`src/logic/mem_pkg.sv`:
```
`default_nettype none

package mem_pkg;

	// --------------------------------------------------
	// widths
	// --------------------------------------------------
	localparam int data_width = 32;
	localparam int byte_width = 8;
	localparam int bytes_per_word = data_width / byte_width;
	localparam int addr_width = 16;
	localparam int word_idx_width = addr_width - $clog2(bytes_per_word);

	typedef logic [addr_width-1:0] mem_addr_t;
	typedef logic [data_width-1:0] mem_word_t;
	typedef logic [bytes_per_word-1:0] mem_strobe_t;
	typedef logic [byte_width-1:0] mem_byte_t;
	typedef logic [word_idx_width-1:0] mem_idx_t; // word index taken from a byte address.

	// one word seen either whole or as byte lanes, lane 0 in the low bits.
	typedef union packed {
		mem_word_t word;
		mem_byte_t [bytes_per_word-1:0] lanes;
	} mem_lanes_t;

	// --------------------------------------------------
	// link payloads
	// --------------------------------------------------
	typedef struct packed {
		mem_addr_t addr;
		logic write;
		mem_strobe_t strobe;
		mem_word_t wdata;
	} mem_req_t;

	typedef struct packed {
		mem_word_t rdata;
		logic err; // set for a misaligned or out-of-range address.
	} mem_rsp_t;

	// a checked request as it leaves the receiver.
	typedef struct packed {
		mem_addr_t addr;
		logic write;
		mem_strobe_t strobe;
		mem_word_t wdata;
		mem_idx_t index;
		logic err;
	} mem_cmd_t;

endpackage

`default_nettype wire

```
`src/logic/req_receiver.sv`:
```
`timescale 1ns/100ps
`default_nettype none

module req_receiver #(
	parameter int mem_words = 1024
) (
	input logic clk,
	input logic rst,

	// request link from the host.
	input logic req,
	input mem_pkg::mem_req_t req_data,
	output logic ack,

	// holding register toward the sequencer.
	output logic cmd_valid,
	output mem_pkg::mem_cmd_t cmd,
	input logic cmd_take
);
	import mem_pkg::*;

	localparam int offset_bits = $clog2(bytes_per_word);

	mem_idx_t word_index;
	logic misaligned;
	logic out_of_range;
	logic accept;

	// --------------------------------------------------
	// address check
	// --------------------------------------------------
	assign word_index = req_data.addr[addr_width-1:offset_bits];
	assign misaligned = |req_data.addr[offset_bits-1:0]; // byte offset must be zero.
	assign out_of_range = 32'(word_index) >= mem_words;

	// a new request is only taken once the last one has left the holding register
	// and the previous handshake has fully closed.
	assign accept = req && !ack && !cmd_valid;

	// --------------------------------------------------
	// four-phase receive side
	// --------------------------------------------------
	always_ff @(posedge clk) begin
		if (rst) begin
			ack <= 1'b0;
		end else if (accept) begin
			ack <= 1'b1;
		end else if (ack && !req) begin
			ack <= 1'b0; // host has seen ack and released req.
		end
	end

	always_ff @(posedge clk) begin
		if (rst) begin
			cmd_valid <= 1'b0;
		end else if (cmd_take) begin
			cmd_valid <= 1'b0;
		end else if (accept) begin
			cmd_valid <= 1'b1;
		end
	end

	// holding register, loaded on the same edge that raises ack.
	always_ff @(posedge clk) begin
		if (accept) begin
			cmd <= '{
				addr: req_data.addr,
				write: req_data.write,
				strobe: req_data.strobe,
				wdata: req_data.wdata,
				index: word_index,
				err: misaligned || out_of_range
			};
		end
	end

endmodule

`default_nettype wire

```
`config.mk`:
```
export PLATFORM = sky130hd
export DESIGN_NAME = req_receiver
export DESIGN_NICKNAME = d
export VERILOG_FILES = /design/src/logic/mem_pkg.sv /design/src/logic/req_receiver.sv
export SDC_FILE = /design/constraint.sdc
export NUM_CORES = 1
export LEC_CHECK = 0
export BUFFER_PORTS_ARGS = -buffer_cell sky130_fd_sc_hd__buf_2
export CORE_MARGIN = 4
export CORE_UTILIZATION = 35
export CTS_CLUSTER_DIAMETER = 100
export DETAILED_ROUTE_END_ITERATION = 7
export PLACE_DENSITY = 0.7
export SLEW_MARGIN = 20
export SYNTH_ARGS = -nofsm -noshare
export SYNTH_HDL_FRONTEND = slang
export SYNTH_SLANG_ARGS = --single-unit
export TNS_END_PERCENT = 30
```
`constraint.sdc`:
```
create_clock -name clk -period 6.7 [get_ports clk]
set_clock_uncertainty 0.05 [all_clocks]
set_input_delay 1.005 -clock clk [delete_from_list [all_inputs] [get_ports clk]]
set_output_delay 1.005 -clock clk [all_outputs]
set_load 0.05 [all_outputs]
```
Yosys cells after proc, flatten, opt, wreduce, memory -nomap -nowiden
Cells that the tools add are included.
{"block": "word_totals", "regBits": 70, "in_bits": 57, "out_inout_bits": 70}
{"block": "classes", "n_lt_le_gt_ge": 1, "mux": 2, "reduce_logical": 10}
{"op": "14-bit by 11-bit >= comparator with 1-bit output, second input constant", "count": 1}
{"op": "2-bit OR reduction", "count": 2}
{"op": "1-bit logical AND", "count": 3}
{"op": "1-bit zero test", "count": 3}
{"op": "1-bit two-way mux", "count": 2}
{"op": "2-bit nonzero test", "count": 1}
{"op": "1-bit logical OR", "count": 1}

Logic depth before layout (Yosys ltp)
{"block": "logic_depth", "depth_word": 4, "depth_mapped": 2}

Worst setup path before layout
OpenSTA, ideal clock, no wires.
{"block": "synth_timing", "kind": "in2reg", "from": "input port req", "to": "register cmd[0] (netlist bit) (enable)", "setup_ns": 0.466, "arrival_ns": 3.333, "required_time_ns": 6.184, "slack_ns": 2.851, "stages": 2, "path_buffers": 0, "path_cell_list": "nand2b_4 -> nor2_1"}
{"block": "synth_via", "elab_chain_len": 2}
{"element": "start: declaration", "line_no": "req_receiver.sv:11", "rtl": "input logic req,"}
{"element": "1-bit logical AND (2 in series)", "line_no": "req_receiver.sv:38", "rtl": "assign accept = req && !ack && !cmd_valid;"}
{"element": "net accept", "line_no": "req_receiver.sv:27", "rtl": "logic accept;"}
{"element": "end signal: assignment", "line_no": "req_receiver.sv:66", "rtl": "cmd <= '{"}
{"element": "end: declaration", "line_no": "req_receiver.sv:17", "rtl": "output mem_pkg::mem_cmd_t cmd,"}
The timed path passes the listed nets, and every way through them passes these cells.
A chain may end at the register's enable or synchronous reset.

Worst setup path after layout
{"block": "layout_timing", "from": "input port req", "to": "register cmd[17] (netlist bit) (enable)"}
The elaborated chain is that of the path after synthesis.

==> results.ini <==
[synth]
yosysUniqueCellTypes=10
syn-num-nets=136
mappedNetlistArea_mm2=0.00183
seq_area_frac_synth=0.909
syn_inst=79
avgSynthCellArea_um2=23.1
synth-seq-cells=56
ys_warn_count=0

[power_and_ir_drop]
leakagePower_nw=1.11
cellPowerDensity_mw_per_mm2=289
vdd_ir_drop_max_mv=0.144

[cells_and_area]
multi_input_area_um2=61.3
diodes=0
syn2layout_area_growth_pct=39.3
drive_above_1_share=0.685
fillers=448
nNetsFinal=256
final_cell_count_no_fill=270
seq_area_mm2=0.00166

[placement]
place_ws_ns=4.06
port_buffers=126
placedCellCount=262
gp_congestion=0.704
post-dp-hpwl_um=2990

[grt]
grt_antenna_before_repair=0
track_usage=0.117
gr-total-overflow=0
grt_pass1_vias=1158
grt_max_degree=31
grt_pass1_wl_um=5500

[die]
dieArea_mm2=0.00644
start_util=0.360
die_h_um=80.3
ios=127
die_w_um=80.3
core_area_mm2=0.00507
rows=26

[detailed_routing]
via_per_inst=4.14
drt-wirelength-per-cell_um=14.1
dr.pass1.iters=5
drt-initial-drc-count=30
vias=1118
antenna_left=0
routed_wl_um=3800
route.detailed.drc=0

[setup_path]
required_ns=6.62
worst_setup_path_start_kind=input pin
regToRegStartpoint=ack
cp.arrival_ns=2.20
critPathKind=input pin to register
cp-end-kind=register
worst-path-max-fanout=30
crit_start=req

[clock_network]
cts_tree=done
htree_num_levels=2
ctsRootBufferMaster=clkbuf_8
cts_sinks=56
cts-hold-fix-buffers=0
cts_resized=0
cts_buffer_depth=2
cts.clk_slew.worst_paths_ns=0.10
numCtsBuffers=5
insertion_delay_ns=0.30
cts_setup_buffers=0

[timing]
slew_headroom=0.550
finalSetupViolCount=0
hold_viol=0
fmax_mhz=438
holdWs_ns=0.489
tightest_slew_ns=0.674
rsz0062_at_grt=false
fin_ws_ns=4.42
tns_ns=0
finalCriticalPeriod_ns=2.28
slew_viol_final=0
post-route-period-util=0.340

[worst_hold_path]
hold_path.class=register to register
hp-start=ack

[outcome]
status=completed

[job]
max_cap_violations=0

## power by group
group,internal [W],switching [W]
clock,0.0000752,0.000106
sequential,0.000409,0.00000603
combinational,0.0000294,0.000111
## per-layer routing
metal	global-route usage	vias to the layer above	share of wire
li1	-	521	-
met1	0.133	510	0.34
met2	0.182	85	0.49
met3	0.0684	2	0.17
met4	0.0405	0	0.0063
met5	0	-	0
## critical path: stages
cell and delay, ns:
buf_2 0.12, nand2b_4 0.07, nor2_4 0.52, buf_4 0.46
## path summary, 6_finish.rpt
| path | to | slack, ns | cells past startpoint |
|---|---|---|---|
| worst min-delay path | ack | 0.49 | 1 |
| worst max register to register | cmd[17] | 4.82 | 3 |
| worst max-delay path | cmd[17] | 4.42 | 4 |
| worst min register to register | ack | 0.49 | 1 |
## registers in the layout, indices dropped and copies added (netlist names)
| name | cells |
|---|---|
| ack | 1 |
| cmd | 54 |
| cmd_valid | 1 |
## Yosys cell counts
master / count / area (um^2)
nor2_1: 2 / 7.51
inv_1: 2 / 7.51
o211a_1: 1 / 10.0
a211oi_2: 1 / 12.5
nand2b_4: 1 / 13.8
edfxtp_1: 54 / 1620
buf_4: 14 / 105
nor4_1: 1 / 6.26
dfxtp_1: 2 / 40.0
nand2_1: 1 / 3.75
## cell type report
type | instances | share of cell area
Clock buffer | 5 | 0.0270
Clock inverter | 3 | 0.00835
Inverter | 2 | 0.00295
Multi-Input combinational cell | 7 | 0.0241
Sequential cell | 56 | 0.653
Tap cell | 70 | 0.0344
Timing Repair Buffer | 127 | 0.251
## cells by family after synthesis
family                 Yosys count  synth area share
AO/OA/AOI/OAI                    2            0.0123
flip-flops                      56             0.909
buffers and inverters           16            0.0616
AND/OR/NAND/NOR                  5            0.0171
## layout by cell type, fill, tap and decap left out, types with 2 or more instances in the layout
cell type / instances
edfxtp_1: 54
clkbuf_8: 5
inv_6: 2
buf_2: 126
dfxtp_1: 2
inv_1: 2
## through the flow
step / util / instance area (um^2) / total power (W)
2_1_floorplan: - / 1830 / 0.000529
3_3_place_gp: 0.484 / 2460 / 0.000563
3_5_place_dp: 0.484 / 2460 / 0.000565
4_1_cts: 0.502 / 2550 / 0.000747
5_1_grt: 0.502 / 2550 / 0.000769
6_report: 0.502 / 2550 / 0.000736
(Power assumes the default switching activity.)
