File: config.mk
export PLATFORM = sky130hd
export DESIGN_NAME = rsp_sender
export DESIGN_NICKNAME = d
export VERILOG_FILES = /design/src/logic/mem_pkg.sv /design/src/logic/rsp_sender.sv
export SDC_FILE = /design/constraint.sdc
export NUM_CORES = 1
export LEC_CHECK = 0
export BUFFER_PORTS_ARGS = -buffer_cell sky130_fd_sc_hd__buf_2
export CAP_MARGIN = 20
export CORE_ASPECT_RATIO = 1.2
export CORE_MARGIN = 2
export CORE_UTILIZATION = 43
export DETAILED_ROUTE_END_ITERATION = 12
export GPL_TIMING_DRIVEN = 0
export PLACE_DENSITY = 0.88
export SLEW_MARGIN = 5
export SYNTH_ARGS = -nofsm -noshare
export SYNTH_HDL_FRONTEND = slang
export SYNTH_SLANG_ARGS = --single-unit
File: constraint.sdc
create_clock -name clk -period 5.6 [get_ports clk]
set_input_delay 0.56 -clock clk [delete_from_list [all_inputs] [get_ports clk]]
set_output_delay 0.56 -clock clk [all_outputs]
set_load 0.02 [all_outputs]
File: src/logic/mem_pkg.sv
`default_nettype none

package mem_pkg;

	// --------------------------------------------------
	// widths
	// --------------------------------------------------
	localparam int data_width = 32;
	localparam int byte_width = 8;
	localparam int bytes_per_word = data_width / byte_width;
	localparam int addr_width = 16;
	localparam int word_idx_width = addr_width - $clog2(bytes_per_word);

	typedef logic [addr_width-1:0] mem_addr_t;
	typedef logic [data_width-1:0] mem_word_t;
	typedef logic [bytes_per_word-1:0] mem_strobe_t;
	typedef logic [byte_width-1:0] mem_byte_t;
	typedef logic [word_idx_width-1:0] mem_idx_t; // word index taken from a byte address.

	// one word seen either whole or as byte lanes, lane 0 in the low bits.
	typedef union packed {
		mem_word_t word;
		mem_byte_t [bytes_per_word-1:0] lanes;
	} mem_lanes_t;

	// --------------------------------------------------
	// link payloads
	// --------------------------------------------------
	typedef struct packed {
		mem_addr_t addr;
		logic write;
		mem_strobe_t strobe;
		mem_word_t wdata;
	} mem_req_t;

	typedef struct packed {
		mem_word_t rdata;
		logic err; // set for a misaligned or out-of-range address.
	} mem_rsp_t;

	// a checked request as it leaves the receiver.
	typedef struct packed {
		mem_addr_t addr;
		logic write;
		mem_strobe_t strobe;
		mem_word_t wdata;
		mem_idx_t index;
		logic err;
	} mem_cmd_t;

endpackage

`default_nettype wire

File: src/logic/rsp_sender.sv
`timescale 1ns/100ps
`default_nettype none

module rsp_sender (
	input logic clk,
	input logic rst,

	// response from the sequencer.
	input logic rsp_load,
	input mem_pkg::mem_rsp_t rsp_in,
	output logic sender_busy,

	// response link to the host.
	output logic rsp_req,
	output mem_pkg::mem_rsp_t rsp_data,
	input logic rsp_ack
);
	import mem_pkg::*;

	typedef enum logic [1:0] {
		st_idle,
		st_request,
		st_drop
	} state_t;

	state_t state;

	// --------------------------------------------------
	// four-phase send side
	// --------------------------------------------------
	always_ff @(posedge clk) begin
		if (rst) begin
			state <= st_idle;
		end else begin
			case (state)
				st_idle: begin
					if (rsp_load) state <= st_request;
				end
				st_request: begin
					if (rsp_ack) state <= st_drop; // host has the data, release rsp_req.
				end
				st_drop: begin
					if (!rsp_ack) state <= st_idle;
				end
				default: state <= st_idle;
			endcase
		end
	end

	// output register, held for the whole handshake.
	always_ff @(posedge clk) begin
		if (rsp_load && (state == st_idle)) begin
			rsp_data <= rsp_in;
		end
	end

	assign rsp_req = (state == st_request);

	// busy until the host has also dropped its ack.
	assign sender_busy = (state != st_idle);

endmodule

`default_nettype wire

Word-level counts from Yosys, hierarchy flattened

Index checks and enable logic that the tools add are counted.

Add/subtract/negate cells: 0
$mul: 0
Div/mod/pow operators: 0
Order comparisons: 0
Equality and inequality tests: 5
Shift operators: 0
Multiplexer cells: 4
Bitwise operators: 0
Reduce and logical (&&, ||, !) cells: 4

Operator list:

| operator                                              | number |
|---|---|
| 2-to-1 mux 2 bit                                      | 3 |
| one-hot mux 2 bit (3 select lines)                    | 1 |
| inequality test 2 bit, second input constant          | 2 |
| AND reduction 3 bit                                   | 1 |
| equality test 2 x 1 -> 1 bit, second input constant   | 1 |
| equality test 2 bit, second input constant            | 1 |
| zero test 2 bit                                       | 1 |
| inequality test 2 x 1 -> 1 bit, second input constant | 1 |
| nonzero test 2 bit                                    | 1 |
| logical AND 1 bit                                     | 1 |

Bits in registers: 35
Latch bits: 0
RAM bits: 0
Memory bits (read-only): 0
Input bits: 37
Output and inout port bits: 35
Logic and storage cells: 16
Memories kept: 0

Depth between registers and ports, before layout

Depth after elaboration: 3
Gate-level depth with buffers: 2
Gate-level depth less buffers: 2

Worst setup path before layout

OpenSTA, ideal clock, no wires.

Path kind: reg2reg
Start point: register state[1]
End point: register rsp_data[0] in the netlist's numbering (enable)
Setup time: 0.423 ns
Arrival time: 2.080 ns
Required time: 5.177 ns
Setup slack: 3.097 ns
Cell stages (with the launch flop): 3
Path buffers: 0
Period minus slack after synthesis: 2.503 ns
Path through: dfxtp_1 or2_1 nor2_1

Longest elaborated chain between the ends: 2

RTL lines:

| what                   | line             | source |
|---|---|---|
| from (decl)            | rsp_sender.sv:26 | `state_t state;` |
| from (signal assigned) | rsp_sender.sv:33 | `state <= st_idle;` |
| from (signal assigned) | rsp_sender.sv:37 | `if (rsp_load) state <= st_request;` |
| from (signal assigned) | rsp_sender.sv:40 | `if (rsp_ack) state <= st_drop;` |
| zero test 2 bit        | rsp_sender.sv:52 | `if (rsp_load && (state == st_idle)) begin` |
| logical AND 1 bit      | rsp_sender.sv:52 |  |
| to (signal assigned)   | rsp_sender.sv:53 | `rsp_data <= rsp_in;` |
| to (decl)              | rsp_sender.sv:15 | `output mem_pkg::mem_rsp_t rsp_data,` |

No other way between the ends.
A chain may end at the register's enable or synchronous reset.

Final worst setup path

Start point: register state[1]
End point: output sender_busy

Longest elaborated chain between the ends: 1

RTL lines:

| what               | line             | source |
|---|---|---|
| nonzero test 2 bit | rsp_sender.sv:60 | `assign sender_busy = (state != st_idle);` |
| to (decl)          | rsp_sender.sv:11 | `output logic sender_busy,` |

No other way between the ends.

==> results.json <==
{
  "drtIter0Drc": 17,
  "clk_pin_slew_ns": 0.09,
  "cp-end-kind": "output port",
  "num_rows": 20,
  "drive_above_1_share_pct": 65.9,
  "ctsRootBufferMaster": "clkbuf_4",
  "post-cts-setup-buffer-count": 0,
  "synth_seq_cells": 35,
  "crit_buf_inv": 1,
  "cp_top_family": "flip-flops",
  "synth_largest_type_area_fraction_pct": 90.3,
  "clockBufferDepth": 2,
  "viasPerCell": 4.27,
  "critical_path_arrival_ns": 1.13,
  "max_freq_mhz": 591,
  "fillers": 193,
  "ff_latch_area_mm2": 0.00103,
  "cts_buffers": 5,
  "drt_pass1_iterations": 3,
  "hold_path_class": "input port to flop",
  "relSlewSlack_pct": 43.6,
  "multi_input_area_um2": 70.1,
  "yosysTopAreaCell": "edfxtp_1",
  "grt_max_degree": 34,
  "synth_common_cells": "edfxtp_1, dfxtp_1, nand2b_1",
  "skew_ns": 0.00210,
  "start_util_pct": 44.3,
  "pre_cts_slack_ns": 3.82,
  "slew_violations": 0,
  "cts_tree": "done",
  "cp-start-kind": "flop",
  "grt_antenna_before_repair": 0,
  "nets": 159,
  "synth_fp_nets": 81,
  "clk_latency_ns": 0.32,
  "worstSetupStartpoint": "state[1]$_SDFFE_PP0P_",
  "drv_cap": 0,
  "finalCriticalPeriod_ns": 1.69,
  "area_delta_synth_final_pct": 43.1,
  "drc": 0,
  "reg2reg_slack_ns": 3.93,
  "finalCritPeriodShare_pct": 30.2,
  "crit_slowest_cell": "dfxtp_1",
  "seq_area_frac_synth_pct": 94.0,
  "critPathMaxFanout": 4,
  "place_inst": 148,
  "grt.overflow.total": 0,
  "synthFlopType": "edfxtp_1",
  "yosys_warnings": 0,
  "r2r_start": "state[1]$_SDFFE_PP0P_",
  "final_cells": 156,
  "syn_area_per_cell_um2": 24.9,
  "die_x_um": 50.1,
  "critical_path_required_ns": 5.04,
  "synth.most_common_cell": "edfxtp_1",
  "run_status": "completed",
  "p_leak_nw": 0.678,
  "cts.hold.buffers_added": 0,
  "cts_resized": 0,
  "htree_levels": 2,
  "grtUsageTotal_pct": 13.0,
  "max_slew.worst_pin.slew_ns": 0.844,
  "synthCells": 44,
  "synth.distinct_cells": 10,
  "hold_start": "rsp_in[32]",
  "diodes": 0,
  "synthTopCellsByArea": "edfxtp_1, dfxtp_1, a211oi_2",
  "worstPathCellList": "or2_1 > buf_2",
  "final_antenna_net_count": 0,
  "tns_ns": 0,
  "whs_ns": 0.404,
  "grt_pass1_wl_um": 2670,
  "die-area_mm2": 0.00297,
  "grt_pass1_vias": 637,
  "wire_per_inst_um": 12.0,
  "boundaryPins": 72,
  "netlist_area_mm2": 0.00110,
  "via_count": 666,
  "async_flop_share_pct": 0,
  "p_per_area_mw_per_mm2": 333,
  "io_buffer_count": 71,
  "clock-sinks": 35,
  "synth_edf_count": 33,
  "fin_ws_ns": 3.91,
  "slowest_delay_ns": 0.36,
  "irDropWorstVdd_uv": 220,
  "coreArea_mm2": 0.00248,
  "hold_viol": 0,
  "finalWirelength_um": 1870,
  "fp.dieH_um": 59.3,
  "path_class": "flop to output port",
  "setup_viol": 0,
  "gp_congestion": 0.694,
  "rsz0062_at_grt": "false"
}
-- final timing paths --
kind                            endpoint  cells past startpoint
setup / recovery             sender_busy                      2
hold reg to reg    state[0]$_SDFFE_PP0P_                      1
hold / removal    rsp_data[32]$_DFFE_PP_                      1
setup reg to reg  rsp_data[32]$_DFFE_PP_                      2
-- registers in the layout, indices dropped and copies added, names as in the netlist --
name      flops
state         2
rsp_data     33
-- placed cells by master, fill, tap and decap left out, drive strengths merged --
master  instances
or2             1
nor2            1
edfxtp         33
dfxtp           2
clkbuf          8
inv             1
nand2b          2
buf            71
nor3b           1
nor2b           1
a211oi          1
xnor2           1
-- report_power, final --
part            total, W  switching [W]  internal (W)
clock network   0.000147      0.0000728     0.0000738
registers       0.000312     0.00000455      0.000308
logic          0.0000635      0.0000407     0.0000228
total           0.000523       0.000118      0.000404
-- per-layer routing --
metal / wire length (um) / track usage (%) / vias to the layer above / share of wire, %
met5: 0 / 0 / - / 0
met4: 23 / 4.76 / 0 / 1.2
met3: 252 / 9.09 / 2 / 13
met2: 974 / 22.0 / 44 / 52
met1: 623 / 12.1 / 297 / 33
li1: - / - / 323 / -
-- worst reg2reg max path: stages, from the launching register on --
cell and delay [ns]:
dfxtp_1 0.36, or2_1 0.28, nor2_4 0.65
-- through the flow --
stage / utilization [%] / instance area [um^2] / power [W]
global route: 63.4 / 1570 / 0.000548
detailed placement: 60.6 / 1500 / 0.000383
floorplan: - / 1100 / 0.000353
global placement: 60.3 / 1490 / 0.000381
CTS: 63.4 / 1570 / 0.000531
finish: 63.4 / 1570 / 0.000523
-- kinds of logic (layout without fill, tap and decap cells) --
group / Yosys count / after routing / synth area share [%]
AO/OA/AOI/OAI: 1 / 1 / 1.14
XOR/XNOR: 1 / 1 / 0.798
buffers and inverters: 1 / 80 / 0.342
flip-flops: 35 / 35 / 94.0
AND/OR/NAND/NOR: 6 / 6 / 3.76
-- cell type report --
type                            count  area share (%)
Multi-Input combinational cell      8            4.46
Clock buffer                        8            4.38
Timing Repair Buffer               71            22.6
Sequential cell                    35            65.7
Tap cell                           33            2.63
Inverter                            1           0.239
Power figures use the tool's default switching activity.
